$ cat config.mk
export PLATFORM = sky130hd
export DESIGN_NAME = ninjin_s_axi_gobou
export DESIGN_NICKNAME = d
export VERILOG_FILES = /design/src/source/ninjin_pkg.sv /design/src/source/ninjin_s_axi_gobou.sv /design/src/source/ninjin_burst_addr.sv
export SDC_FILE = /design/constraint.sdc
export NUM_CORES = 1
export LEC_CHECK = 0
export BUFFER_PORTS_ARGS = -buffer_cell sky130_fd_sc_hd__buf_4
export CAP_MARGIN = 10
export CORE_AREA = 10 10 96 132
export DETAILED_ROUTE_END_ITERATION = 10
export DIE_AREA = 0 0 106 142
export PLACE_DENSITY = 0.87
export SLEW_MARGIN = 20
export SYNTH_ARGS = -nofsm -noshare
export SYNTH_HDL_FRONTEND = slang
export SYNTH_SLANG_ARGS = --single-unit
$ cat constraint.sdc
create_clock -name clk -period 2.06 [get_ports clk]
set_input_delay 0 -clock clk [delete_from_list [all_inputs] [get_ports clk]]
set_output_delay 0 -clock clk [all_outputs]
set_load 0.01 [all_outputs]
$ cat src/source/ninjin_pkg.sv
package ninjin_pkg;

  // ==================================================
  // bus geometry
  // ==================================================

  // AXI data word and memory word
  localparam int DATA_WIDTH = 32;

  // byte address seen on awaddr / araddr
  localparam int ADDR_WIDTH = 12;

  // transaction id, echoed on bid / rid
  localparam int ID_WIDTH = 12;

  // byte offset bits inside one word
  localparam int LSB = 2;

  // ==================================================
  // weight memory
  // ==================================================

  localparam int MEM_WORDS = 1024;

  // word address, ADDR_WIDTH minus the byte offset
  localparam int MEM_ADDR_WIDTH = 10;

  // ==================================================
  // AXI encodings
  // ==================================================

  // burst types on awburst / arburst, code 3 is reserved
  localparam logic [1:0] BURST_FIXED = 2'd0;
  localparam logic [1:0] BURST_INCR  = 2'd1;
  localparam logic [1:0] BURST_WRAP  = 2'd2;

  // only OKAY is ever returned
  localparam logic [1:0] RESP_OKAY   = 2'd0;

endpackage
$ cat src/source/ninjin_s_axi_gobou.sv
`timescale 1ns/1ps

module ninjin_s_axi_gobou
  ( input  logic                                  clk
  , input  logic                                  xrst
  // write address
  , input  logic [ninjin_pkg::ID_WIDTH-1:0]       awid
  , input  logic [ninjin_pkg::ADDR_WIDTH-1:0]     awaddr
  , input  logic [7:0]                            awlen
  , input  logic [1:0]                            awburst
  , input  logic                                  awvalid
  , output logic                                  awready
  // write data
  , input  logic [ninjin_pkg::DATA_WIDTH-1:0]     wdata
  , input  logic [ninjin_pkg::DATA_WIDTH/8-1:0]   wstrb
  , input  logic                                  wlast
  , input  logic                                  wvalid
  , output logic                                  wready
  // write response
  , input  logic                                  bready
  , output logic                                  bvalid
  , output logic [ninjin_pkg::ID_WIDTH-1:0]       bid
  , output logic [1:0]                            bresp
  // read address
  , input  logic [ninjin_pkg::ID_WIDTH-1:0]       arid
  , input  logic [ninjin_pkg::ADDR_WIDTH-1:0]     araddr
  , input  logic [7:0]                            arlen
  , input  logic [1:0]                            arburst
  , input  logic                                  arvalid
  , output logic                                  arready
  // read data
  , input  logic                                  rready
  , output logic                                  rvalid
  , output logic [ninjin_pkg::ID_WIDTH-1:0]       rid
  , output logic [ninjin_pkg::DATA_WIDTH-1:0]     rdata
  , output logic [1:0]                            rresp
  , output logic                                  rlast
  // weight memory
  , input  logic [ninjin_pkg::DATA_WIDTH-1:0]     mem_rdata
  , output logic                                  mem_we
  , output logic [ninjin_pkg::DATA_WIDTH/8-1:0]   mem_be
  , output logic [ninjin_pkg::MEM_ADDR_WIDTH-1:0] mem_addr
  , output logic [ninjin_pkg::DATA_WIDTH-1:0]     mem_wdata
  );
  import ninjin_pkg::*;

  logic                  wr_busy;
  logic                  rd_busy;
  logic                  idle;
  logic                  aw_start;
  logic                  ar_start;
  logic                  wr_beat;
  logic                  rd_beat;
  logic                  wr_done;
  logic                  wr_last;
  logic                  rd_last;
  logic [ADDR_WIDTH-1:0] wr_addr;
  logic [ADDR_WIDTH-1:0] rd_addr;

//==================================================
// channel state
//==================================================

  assign idle = !wr_busy && !rd_busy;

  // a new write waits for the previous response to leave, so bid stays put
  assign aw_start = idle && awvalid && !bvalid;
  // write wins a tie
  assign ar_start = idle && arvalid && !aw_start;

  assign wr_beat = wready && wvalid;
  assign rd_beat = rvalid && rready;

  // close on wlast, or on the counted final beat
  assign wr_done = wr_beat && (wlast || wr_last);

  always_ff @(posedge clk) begin
    if (!xrst) begin
      wr_busy <= 1'b0;
      rd_busy <= 1'b0;
    end else begin
      if (aw_start)
        wr_busy <= 1'b1;
      else if (wr_done)
        wr_busy <= 1'b0;

      if (ar_start)
        rd_busy <= 1'b1;
      else if (rd_beat && rd_last)
        rd_busy <= 1'b0;
    end
  end

  ninjin_burst_addr wr_addr_inst
    ( .clk        (clk)
    , .xrst       (xrst)
    , .start      (aw_start)
    , .step       (wr_beat)
    , .start_addr (awaddr)
    , .len        (awlen)
    , .burst      (awburst)
    , .addr       (wr_addr)
    , .last       (wr_last)
    );

  ninjin_burst_addr rd_addr_inst
    ( .clk        (clk)
    , .xrst       (xrst)
    , .start      (ar_start)
    , .step       (rd_beat)
    , .start_addr (araddr)
    , .len        (arlen)
    , .burst      (arburst)
    , .addr       (rd_addr)
    , .last       (rd_last)
    );

//==================================================
// handshakes
//==================================================

  always_ff @(posedge clk) begin
    if (!xrst) begin
      awready <= 1'b0;
      arready <= 1'b0;
      wready  <= 1'b0;
      bvalid  <= 1'b0;
      rvalid  <= 1'b0;
    end else begin
      // one-cycle pulses, busy blocks a second start
      awready <= aw_start;
      arready <= ar_start;

      if (wr_done)
        wready <= 1'b0;
      else if (wr_busy && wvalid && !wready)
        wready <= 1'b1;

      if (wr_done)
        bvalid <= 1'b1;
      else if (bready)
        bvalid <= 1'b0;

      // drop for a cycle after each accepted beat
      if (rd_beat)
        rvalid <= 1'b0;
      else if (rd_busy)
        rvalid <= 1'b1;
    end
  end

  // ids held for the whole transaction
  always_ff @(posedge clk) begin
    if (aw_start)
      bid <= awid;
    if (ar_start)
      rid <= arid;
  end

  assign bresp = RESP_OKAY;
  assign rresp = RESP_OKAY;
  assign rlast = rvalid && rd_last;

//==================================================
// memory port
//==================================================

  assign mem_we    = wr_beat;
  assign mem_be    = wstrb;
  assign mem_wdata = wdata;
  assign mem_addr  = rd_busy ? rd_addr[ADDR_WIDTH-1:LSB]
                   : wr_busy ? wr_addr[ADDR_WIDTH-1:LSB]
                   : '0;

  // read word follows mem_addr with no register
  assign rdata = mem_rdata;

endmodule

$ cat src/source/ninjin_burst_addr.sv
`timescale 1ns/1ps

module ninjin_burst_addr
  ( input  logic                              clk
  , input  logic                              xrst
  , input  logic                              start
  , input  logic                              step
  , input  logic [ninjin_pkg::ADDR_WIDTH-1:0] start_addr
  , input  logic [7:0]                        len
  , input  logic [1:0]                        burst
  , output logic [ninjin_pkg::ADDR_WIDTH-1:0] addr
  , output logic                              last
  );
  import ninjin_pkg::*;

  logic [7:0]                len_r;
  logic [7:0]                cnt;
  logic [1:0]                burst_r;
  logic [ADDR_WIDTH-LSB-1:0] word;
  logic [ADDR_WIDTH-LSB-1:0] word_inc;
  logic [ADDR_WIDTH-LSB-1:0] wrap_mask;
  logic [ADDR_WIDTH-LSB-1:0] word_next;

  assign word      = addr[ADDR_WIDTH-1:LSB];
  assign word_inc  = word + 1'b1;
  // window of len+1 words, len+1 is a power of two for legal wraps
  assign wrap_mask = {{(ADDR_WIDTH-LSB-8){1'b0}}, len_r};

  always_comb begin
    case (burst_r)
      BURST_INCR: word_next = word_inc;
      // low bits count up and roll over, high bits hold the window base
      BURST_WRAP: word_next = (word & ~wrap_mask) | (word_inc & wrap_mask);
      default:    word_next = word;
    endcase
  end

  always_ff @(posedge clk) begin
    if (!xrst) begin
      len_r   <= '0;
      burst_r <= BURST_FIXED;
      cnt     <= '0;
    end else if (start) begin
      len_r   <= len;
      burst_r <= burst;
      cnt     <= '0;
    end else if (step) begin
      cnt <= cnt + 1'b1;
    end
  end

  // fixed bursts keep the byte offset too
  always_ff @(posedge clk) begin
    if (start)
      addr <= start_addr;
    else if (step && burst_r != BURST_FIXED)
      addr <= {word_next, {LSB{1'b0}}};
  end

  assign last = (cnt == len_r);

endmodule

==> results of run 1 <==
## what timing repair did
item / 4_1_cts / 5_1_grt
hold endpoints to repair: 65 / 0
buffers inserted: 0 / 0
hold buffers: 64 / 0
## worst reg2reg max path, stage by stage, from the launching register on
cell and delay, ps:
dfxtp_1 350, or3b_1 370, or2_1 270, and3_1 180
a221o_1 310
## kinds of logic (layout without fill, tap and decap cells)
kind of cell | count (synthesis) | after routing | synth area share, %
compound gates | 94 | 94 | 13.3
fa+ha+maj | 4 | 4 | 1.10
flops | 87 | 87 | 48.1
xor+xnor | 45 | 45 | 8.69
simple gates | 143 | 143 | 14.9
buf+inv | 94 | 206 | 13.8
other cells | 1 | 4 | 0.0827
## where the power goes
group / internal (mW) / switching [mW] / leakage [nW]
registers: 2.17 / 0.265 / 0.762
clock network: 0.840 / 0.725 / 0.132
logic: 0.809 / 0.853 / 1.54
## final cells by class
type	count	area, sq um
sequential	87	2180
inverter	4	15.0
fill	827	4270
multi-input combinational	290	1740
timing repair buffer	186	1570
tap	138	173
clock buffer	9	225
clock inverter	7	65.1
## routing by layer
metal	track usage [%]	share of wire, %	vias to the layer above
met5	0	0	-
met4	11.0	5.2	0
met3	5.71	8.5	65
met2	32.9	54	189
met1	16.4	32	1778
li1	-	-	1775
## cells in the final DEF, fill, tap and decap left out, types with 7 or more instances in the layout
master	instances
a21oi_1	24
a22o_1	20
buf_4	121
clkbuf_16	9
dfxtp_1	43
dlygate4sd3_1	64
edfxtp_1	44
nand2_1	59
nand3_1	7
nand4_1	14
nor2_1	30
nor2b_1	7
o21ai_0	29
xnor2_1	23
xor2_1	22
## final timing paths
check                                 end  cells after the start  slack [ps]               startpoint
setup / recovery              mem_addr[0]                      4         240                  rd_busy
hold / removal                       flop                      3          -3                awaddr[8]
setup reg to reg    rd_addr_inst.addr[11]                      4         340                  wr_busy
hold reg to reg   wr_addr_inst.burst_r[0]                      2         490  wr_addr_inst.burst_r[0]
==> impl_metrics.ini, run 1 <==
[timing]
fin_crit_ps = 1820
drv_slew = 0
fin_crit_sh_pct = 88.2
rsz0062_at_grt = false
finalHoldViolations = 1
timing.hold.ws_ps = -2.51
finalSetupViolCount = 0
tightest_slew_ps = 751
setup_tns_ps = 0
fmax_mhz = 550
max-slew-margin-rel_pct = 49.8
fin_skew_ps = 9.27
worst_slack_ps = 243

[finish]
antennaDiodeCount = 0
final_nets = 726
syn2layout_area_growth_pct = 31.6
stdcell_count = 721
drive_above_1_share_pct = 24.4
final_util_pct = 58.3
final_area_sq_um = 5970

[route]
drt-vias-per-instance = 5.28
wl_um = 13700
drtPass1Iterations = 4
drtIter0Drc = 174
wl_per_cell_um = 19.0
drtAntennaViolNets = 0
vias = 3807
drc = 0

[synthesis]
seq_area_frac_synth_pct = 48.1
ys_seq_elements = 87
synthFlopType = edfxtp_1
synthesis.instances = 468
synthTopCellsByCount = buf_4, nand2_1, edfxtp_1
synth.most_common_cell = buf_4
synth_area_leaders = edfxtp_1, dfxtp_1, buf_4, nand2_1, xnor2_1
synth-edff-count = 44
yosys_warnings = 0
async_flop_share_pct = 0
ys_types = 41
syn_avg_cell_area_sq_um = 9.69
syn-cell-area_sq_um = 4530
synth_area_leader_cell = edfxtp_1
synth_top_area_share_pct = 29.1

[pwr]
vdd_ir_drop_max_uv = 434
finalPower_mw = 5.66
power.density_nw_per_um2 = 949
leakage_nw = 2.44

[cts]
cts_sinks = 87
path_clk_slew_ps = 70
cts_resized = 0
cts_root_buf = clkbuf_16
insertion_delay_ps = 340
clk_path_buf_depth = 2
h-tree-depth = 3
cts_buffers = 9
tritoncts = yes

[place]
place_area_sq_um = 5030
post-dp-hpwl_um = 10100
gp_congestion = 0.885
numPlacedInstances = 641
place_ws_ps = 332
port_buffers = 112

[run_status]
violations = hold timing
outcome = finished with violations

[worst_setup_path]
critPathLaunchType = flop
cpMostUsedCell = buf_4
cp_data_required_time_ps = 2060
cp_cell_sequence = buf_4, nor2b_1, a22o_1, buf_4
crit_slowest_cell = nor2b_1
cp_top_family = simple AND/OR/NAND/NOR gates
endpoint_kind = primary output
cp_num_buf_inv = 2
path_class = flop to primary output
arrival_ps = 1820
slowest_delay_ps = 600
worstPathMaxFanout = 14

[flow_run]
drv_cap = 0

[floorplan]
start_util_pct = 44.3
rows = 44
die_y_um = 142
dieArea_sq_um = 15100
die_w_um = 106
core_sq_um = 10200
ioPinCount = 257

[global_route]
grt_pass1_vias = 3991
grt_pass1_wl_um = 21000
grt.overflow.total = 0
grt_usage_pct = 17.8
antenna_found_initial = 0
grt_max_degree = 38

[min_path]
hold_path_class = input port to flop
No activity file was read; power rests on OpenSTA's default activity.
==> inputs of run 2 (changes only) <==
--- a/config.mk
+++ b/config.mk
@@ -7,9 +7,11 @@
 export LEC_CHECK = 0
 export BUFFER_PORTS_ARGS = -buffer_cell sky130_fd_sc_hd__buf_4
 export CAP_MARGIN = 10
-export CORE_AREA = 10 10 96 132
+export CELL_PAD_IN_SITES_DETAIL_PLACEMENT = 1
+export CELL_PAD_IN_SITES_GLOBAL_PLACEMENT = 1
+export CORE_AREA = 10 10 112 154
 export DETAILED_ROUTE_END_ITERATION = 10
-export DIE_AREA = 0 0 106 142
+export DIE_AREA = 0 0 122 164
 export PLACE_DENSITY = 0.87
 export SLEW_MARGIN = 20
 export SYNTH_ARGS = -nofsm -noshare
==> impl_metrics.ini, run 2 (synthesis gave the netlist of run 1 again) <==
[run_status]
outcome = finished, final reports clean

[flow_run]
drv_cap = 0

[timing]
fin_crit_ps = 1800
drv_slew = 0
tightest_slew_ps = 715
finalSetupViolCount = 0
setup_tns_ps = 0
fin_crit_sh_pct = 87.4
finalHoldViolations = 0
fin_skew_ps = 10.5
fmax_mhz = 555
rsz0062_at_grt = false
max-slew-margin-rel_pct = 52.2

[global_route]
grt_max_degree = 38
antenna_found_initial = 0
grt_pass1_wl_um = 24000
grt_pass1_vias = 4384
grt.overflow.total = 0
grt_usage_pct = 15.2

[place]
numPlacedInstances = 695
port_buffers = 112
gp_congestion = 0.828
post-dp-hpwl_um = 11100

[worst_setup_path]
endpoint_kind = primary output
critPathLaunchType = flop
path_class = flop to primary output
regToRegEndpoint = wready
rrSetupSlack_ps = 270
r2r-start = wr_addr_inst.cnt[0]
ff2ff_path_depth = 5
worstPathMaxFanout = 14
cp_data_required_time_ps = 2060
arrival_ps = 1800

[cts]
post_cts_buffers = 0
clk_path_buf_depth = 2
cts_buffers = 9
path_clk_slew_ps = 60
h-tree-depth = 3
cts_root_buf = clkbuf_16
tritoncts = yes
cts_resized = 0
cts_sinks = 87
insertion_delay_ps = 340

[finish]
syn2layout_area_growth_pct = 33.6
drive_above_1_share_pct = 24.4
final_common_cell = buf_4
final_nets = 729
stdcell_count = 775
final_cell_mix = buf_4, dlygate4sd3_1, nand2_1
antennaDiodeCount = 0

[floorplan]
die_y_um = 164
dieArea_sq_um = 20000
core_sq_um = 14400
ioPinCount = 257
rows = 52
die_w_um = 122
start_util_pct = 31.5

[route]
wl_um = 15200
drc = 0
drtPass1Iterations = 4
vias = 3818
drtAntennaViolNets = 0
drtIter0Drc = 268
wl_per_cell_um = 19.7
drt-vias-per-instance = 4.93

[pwr]
leakage_nw = 2.46
vdd_ir_drop_max_uv = 544
power.density_nw_per_um2 = 963

[min_path]
whs_endpoint = rdata[12]
min-delay-start = mem_rdata[12]
hold_path_class = input port to primary output
min_path_cells = 0
-- run 2: worst max-delay path by stage --
stage                   startpoint                    end
2_1_floorplan              rd_busy                   flop
3_3_place_gp               wr_busy  rd_addr_inst.addr[11]
3_5_place_dp               wr_busy  rd_addr_inst.addr[11]
4_1_cts                    rd_busy            mem_addr[2]
5_1_grt        wr_addr_inst.cnt[0]                 wready
6_report                   rd_busy            mem_addr[2]
-- run 2: worst max-delay path, cell delays in order, from the launching register on --
cell and delay [ps]:
dfxtp_1 310, buf_4 180, nor2b_1 570, a22o_1 260, buf_4 130
-- run 2: cell type report --
cell class	count	area, sq um
clock buffers	10	229
clock inverters	6	67.6
well taps	189	236
flip-flops and latches	87	2180
fillers	1637	8320
inverters	4	15.0
repair buffers	189	1590
multi-input cells	290	1740
-- run 2: metrics by stage --
step                      power, mW  instance area (sq um)  util, %  setup slack (ps)  hold slack [ps]
after floorplan                3.43                   4550        -               206             91.8
final                          5.83                   6060     42.1               259          0.00374
after detailed placement       4.08                   5120     35.6               323           0.0686
after CTS                      5.85                   6060     42.1               246           0.0686
after global placement         3.98                   5120     35.6               348           0.0686
after global routing           6.15                   6060     42.1               160           0.0151
-- run 2: per-layer routing --
layer / vias up / share of wire (%) / track usage [%] / wire length, um
met5: - / 0 / 0 / 0
met4: 0 / 3.8 / 7.77 / 572
met3: 59 / 7.1 / 3.78 / 1080
met2: 152 / 54 / 28.1 / 8220
met1: 1823 / 35 / 15.1 / 5370
li1: 1784 / - / - / -
-- run 2: report_power, final --
| group | leakage (nW) | switching [mW] | internal, mW |
|---|---|---|---|
| Clock | 0.141 | 0.715 | 0.948 |
| Combinational | 1.56 | 0.914 | 0.819 |
| Sequential | 0.762 | 0.267 | 2.17 |
| Total | 2.46 | 1.90 | 3.94 |
-- run 2: what timing repair did --
item,in CTS,in global routing
hold buffers,64,0
setup endpoints to repair,0,0
hold endpoints to repair,64,0
==> inputs of run 3 (changes only) <==
--- a/config.mk
+++ b/config.mk
@@ -9,10 +9,10 @@
 export CAP_MARGIN = 10
 export CELL_PAD_IN_SITES_DETAIL_PLACEMENT = 1
 export CELL_PAD_IN_SITES_GLOBAL_PLACEMENT = 1
-export CORE_AREA = 10 10 112 154
+export CORE_AREA = 10 10 109 150
 export DETAILED_ROUTE_END_ITERATION = 10
-export DIE_AREA = 0 0 122 164
-export PLACE_DENSITY = 0.87
+export DIE_AREA = 0 0 119 160
+export PLACE_DENSITY = 0.85
 export SLEW_MARGIN = 20
 export SYNTH_ARGS = -nofsm -noshare
 export SYNTH_HDL_FRONTEND = slang
==> constraint.sdc (replaced) <==
create_clock -name clk -period 2.25 [get_ports clk]
set_input_delay 0 -clock clk [delete_from_list [all_inputs] [get_ports clk]]
set_output_delay 0 -clock clk [all_outputs]
set_load 0.01 [all_outputs]
==> impl_metrics.ini, run 3 (synthesis gave the netlist of run 1 again) <==
[route]
drtAntennaViolNets = 0
met2_length_um = 8250
drtIter0Drc = 184
wl_met1_um = 5210
drtPass1Iterations = 4
top_layer = met4
drc = 0
vias = 3784
wl_met3_um = 821
drt-vias-per-instance = 4.95
wl_per_cell_um = 19.4
wl_um = 14800

[timing]
rsz0062_at_grt = false
setup_tns_ps = 0
finalHoldViolations = 0
finalSetupViolCount = 0
max-slew-margin-rel_pct = 54.1
fin_skew_ps = 9.61
worst_slack_ps = 378
fin_crit_ps = 1870
tightest_slew_ps = 687
fin_crit_sh_pct = 83.2
fmax_mhz = 534
drv_slew = 0

[cts]
path_clk_slew_ps = 60
h-tree-depth = 3
post_cts_buffers = 0
clk_path_buf_depth = 2
cts_root_buf = clkbuf_16
cts_resized = 0
cts_sinks = 87
hold_buffers = 63
cts_buffers = 9
tritoncts = yes
insertion_delay_ps = 340

[worst_setup_path]
cp_top_family = simple AND/OR/NAND/NOR gates
critPathLaunchType = flop
rrSetupSlack_ps = 380
crit_slowest_cell = or3b_1
endpoint_kind = flop
cp_num_buf_inv = 2
path_class = flop to flop
arrival_ps = 1950
cp_data_required_time_ps = 2330
slowest_delay_ps = 380
worstPathMaxFanout = 19
cp_cell_sequence = or3b_1, or2_1, inv_2, buf_4, o21ai_0

[min_path]
hold_path_class = input port to primary output

[global_route]
grt_usage_pct = 15.5
grt_max_degree = 38
grt_pass1_wl_um = 23600
antenna_found_initial = 0
grt_pass1_vias = 4205
grt.overflow.total = 0

[pwr]
vdd_ir_drop_max_uv = 386
leakage_nw = 2.43
power.density_nw_per_um2 = 879

[floorplan]
dieArea_sq_um = 19000
ioPinCount = 257
rows = 51
die_y_um = 160
die_w_um = 119
core_sq_um = 13700
start_util_pct = 33.2

[finish]
final_nets = 723
syn2layout_area_growth_pct = 32.5
final_cell_mix = buf_4, dlygate4sd3_1, nand2_1
final_common_cell = buf_4
antennaDiodeCount = 0
drive_above_1_share_pct = 23.6

[place]
post-dp-hpwl_um = 11000
gp_congestion = 0.850
place_ws_ps = 366
port_buffers = 112

[flow_run]
drv_cap = 0

[run_status]
outcome = finished, final reports clean
## run 3: metal layers
layer,vias up,GRT usage [%]
met3,49,4.34
met2,137,28.8
met1,1829,15.1
met4,0,7.68
li1,1769,-
met5,-,0
## run 3: power breakdown
part | internal [mW] | total (mW) | switching, mW
Combinational | 0.728 | 1.56 | 0.831
Clock | 0.861 | 1.50 | 0.635
Sequential | 1.99 | 2.23 | 0.243
Total | 3.58 | 5.28 | 1.71
## run 3: stage by stage
step	util [%]	std cells	instance area (sq um)	hold slack, ps	power [mW]
after floorplan	-	471	4550	91.8	3.14
after global placement	37.1	685	5070	0.0686	3.64
after detailed placement	37.1	685	5070	0.0686	3.72
after CTS	43.9	764	6000	0.0686	5.32
after global routing	44.0	765	6010	0.0150	5.57
final	44.0	765	6010	0.00282	5.28
## run 3: worst register-to-register path: stages, from the launching register on
cell and delay, ps:
dfxtp_1 350, or3b_1 380, or2_1 260, inv_2 200, buf_4 290, o21ai_0 140
## run 3: path summary, 6_finish.rpt
kind                                         startpoint                 endpoint  cells past startpoint
worst max-delay path                            wr_busy                     flop                      5
worst min-delay path                          wdata[31]            mem_wdata[31]                      0
worst max register to register                  wr_busy                     flop                      5
worst min register to register  wr_addr_inst.burst_r[0]  wr_addr_inst.burst_r[0]                      2
## run 3: cell type report
class                      instances  area, sq um
clock buffer                       9          225
clock inverter                     7         71.3
fill                            1570         7650
inverter                           4         15.0
multi-input combinational        290         1740
sequential                        87         2180
tap                              185          231
timing repair buffer             183         1550
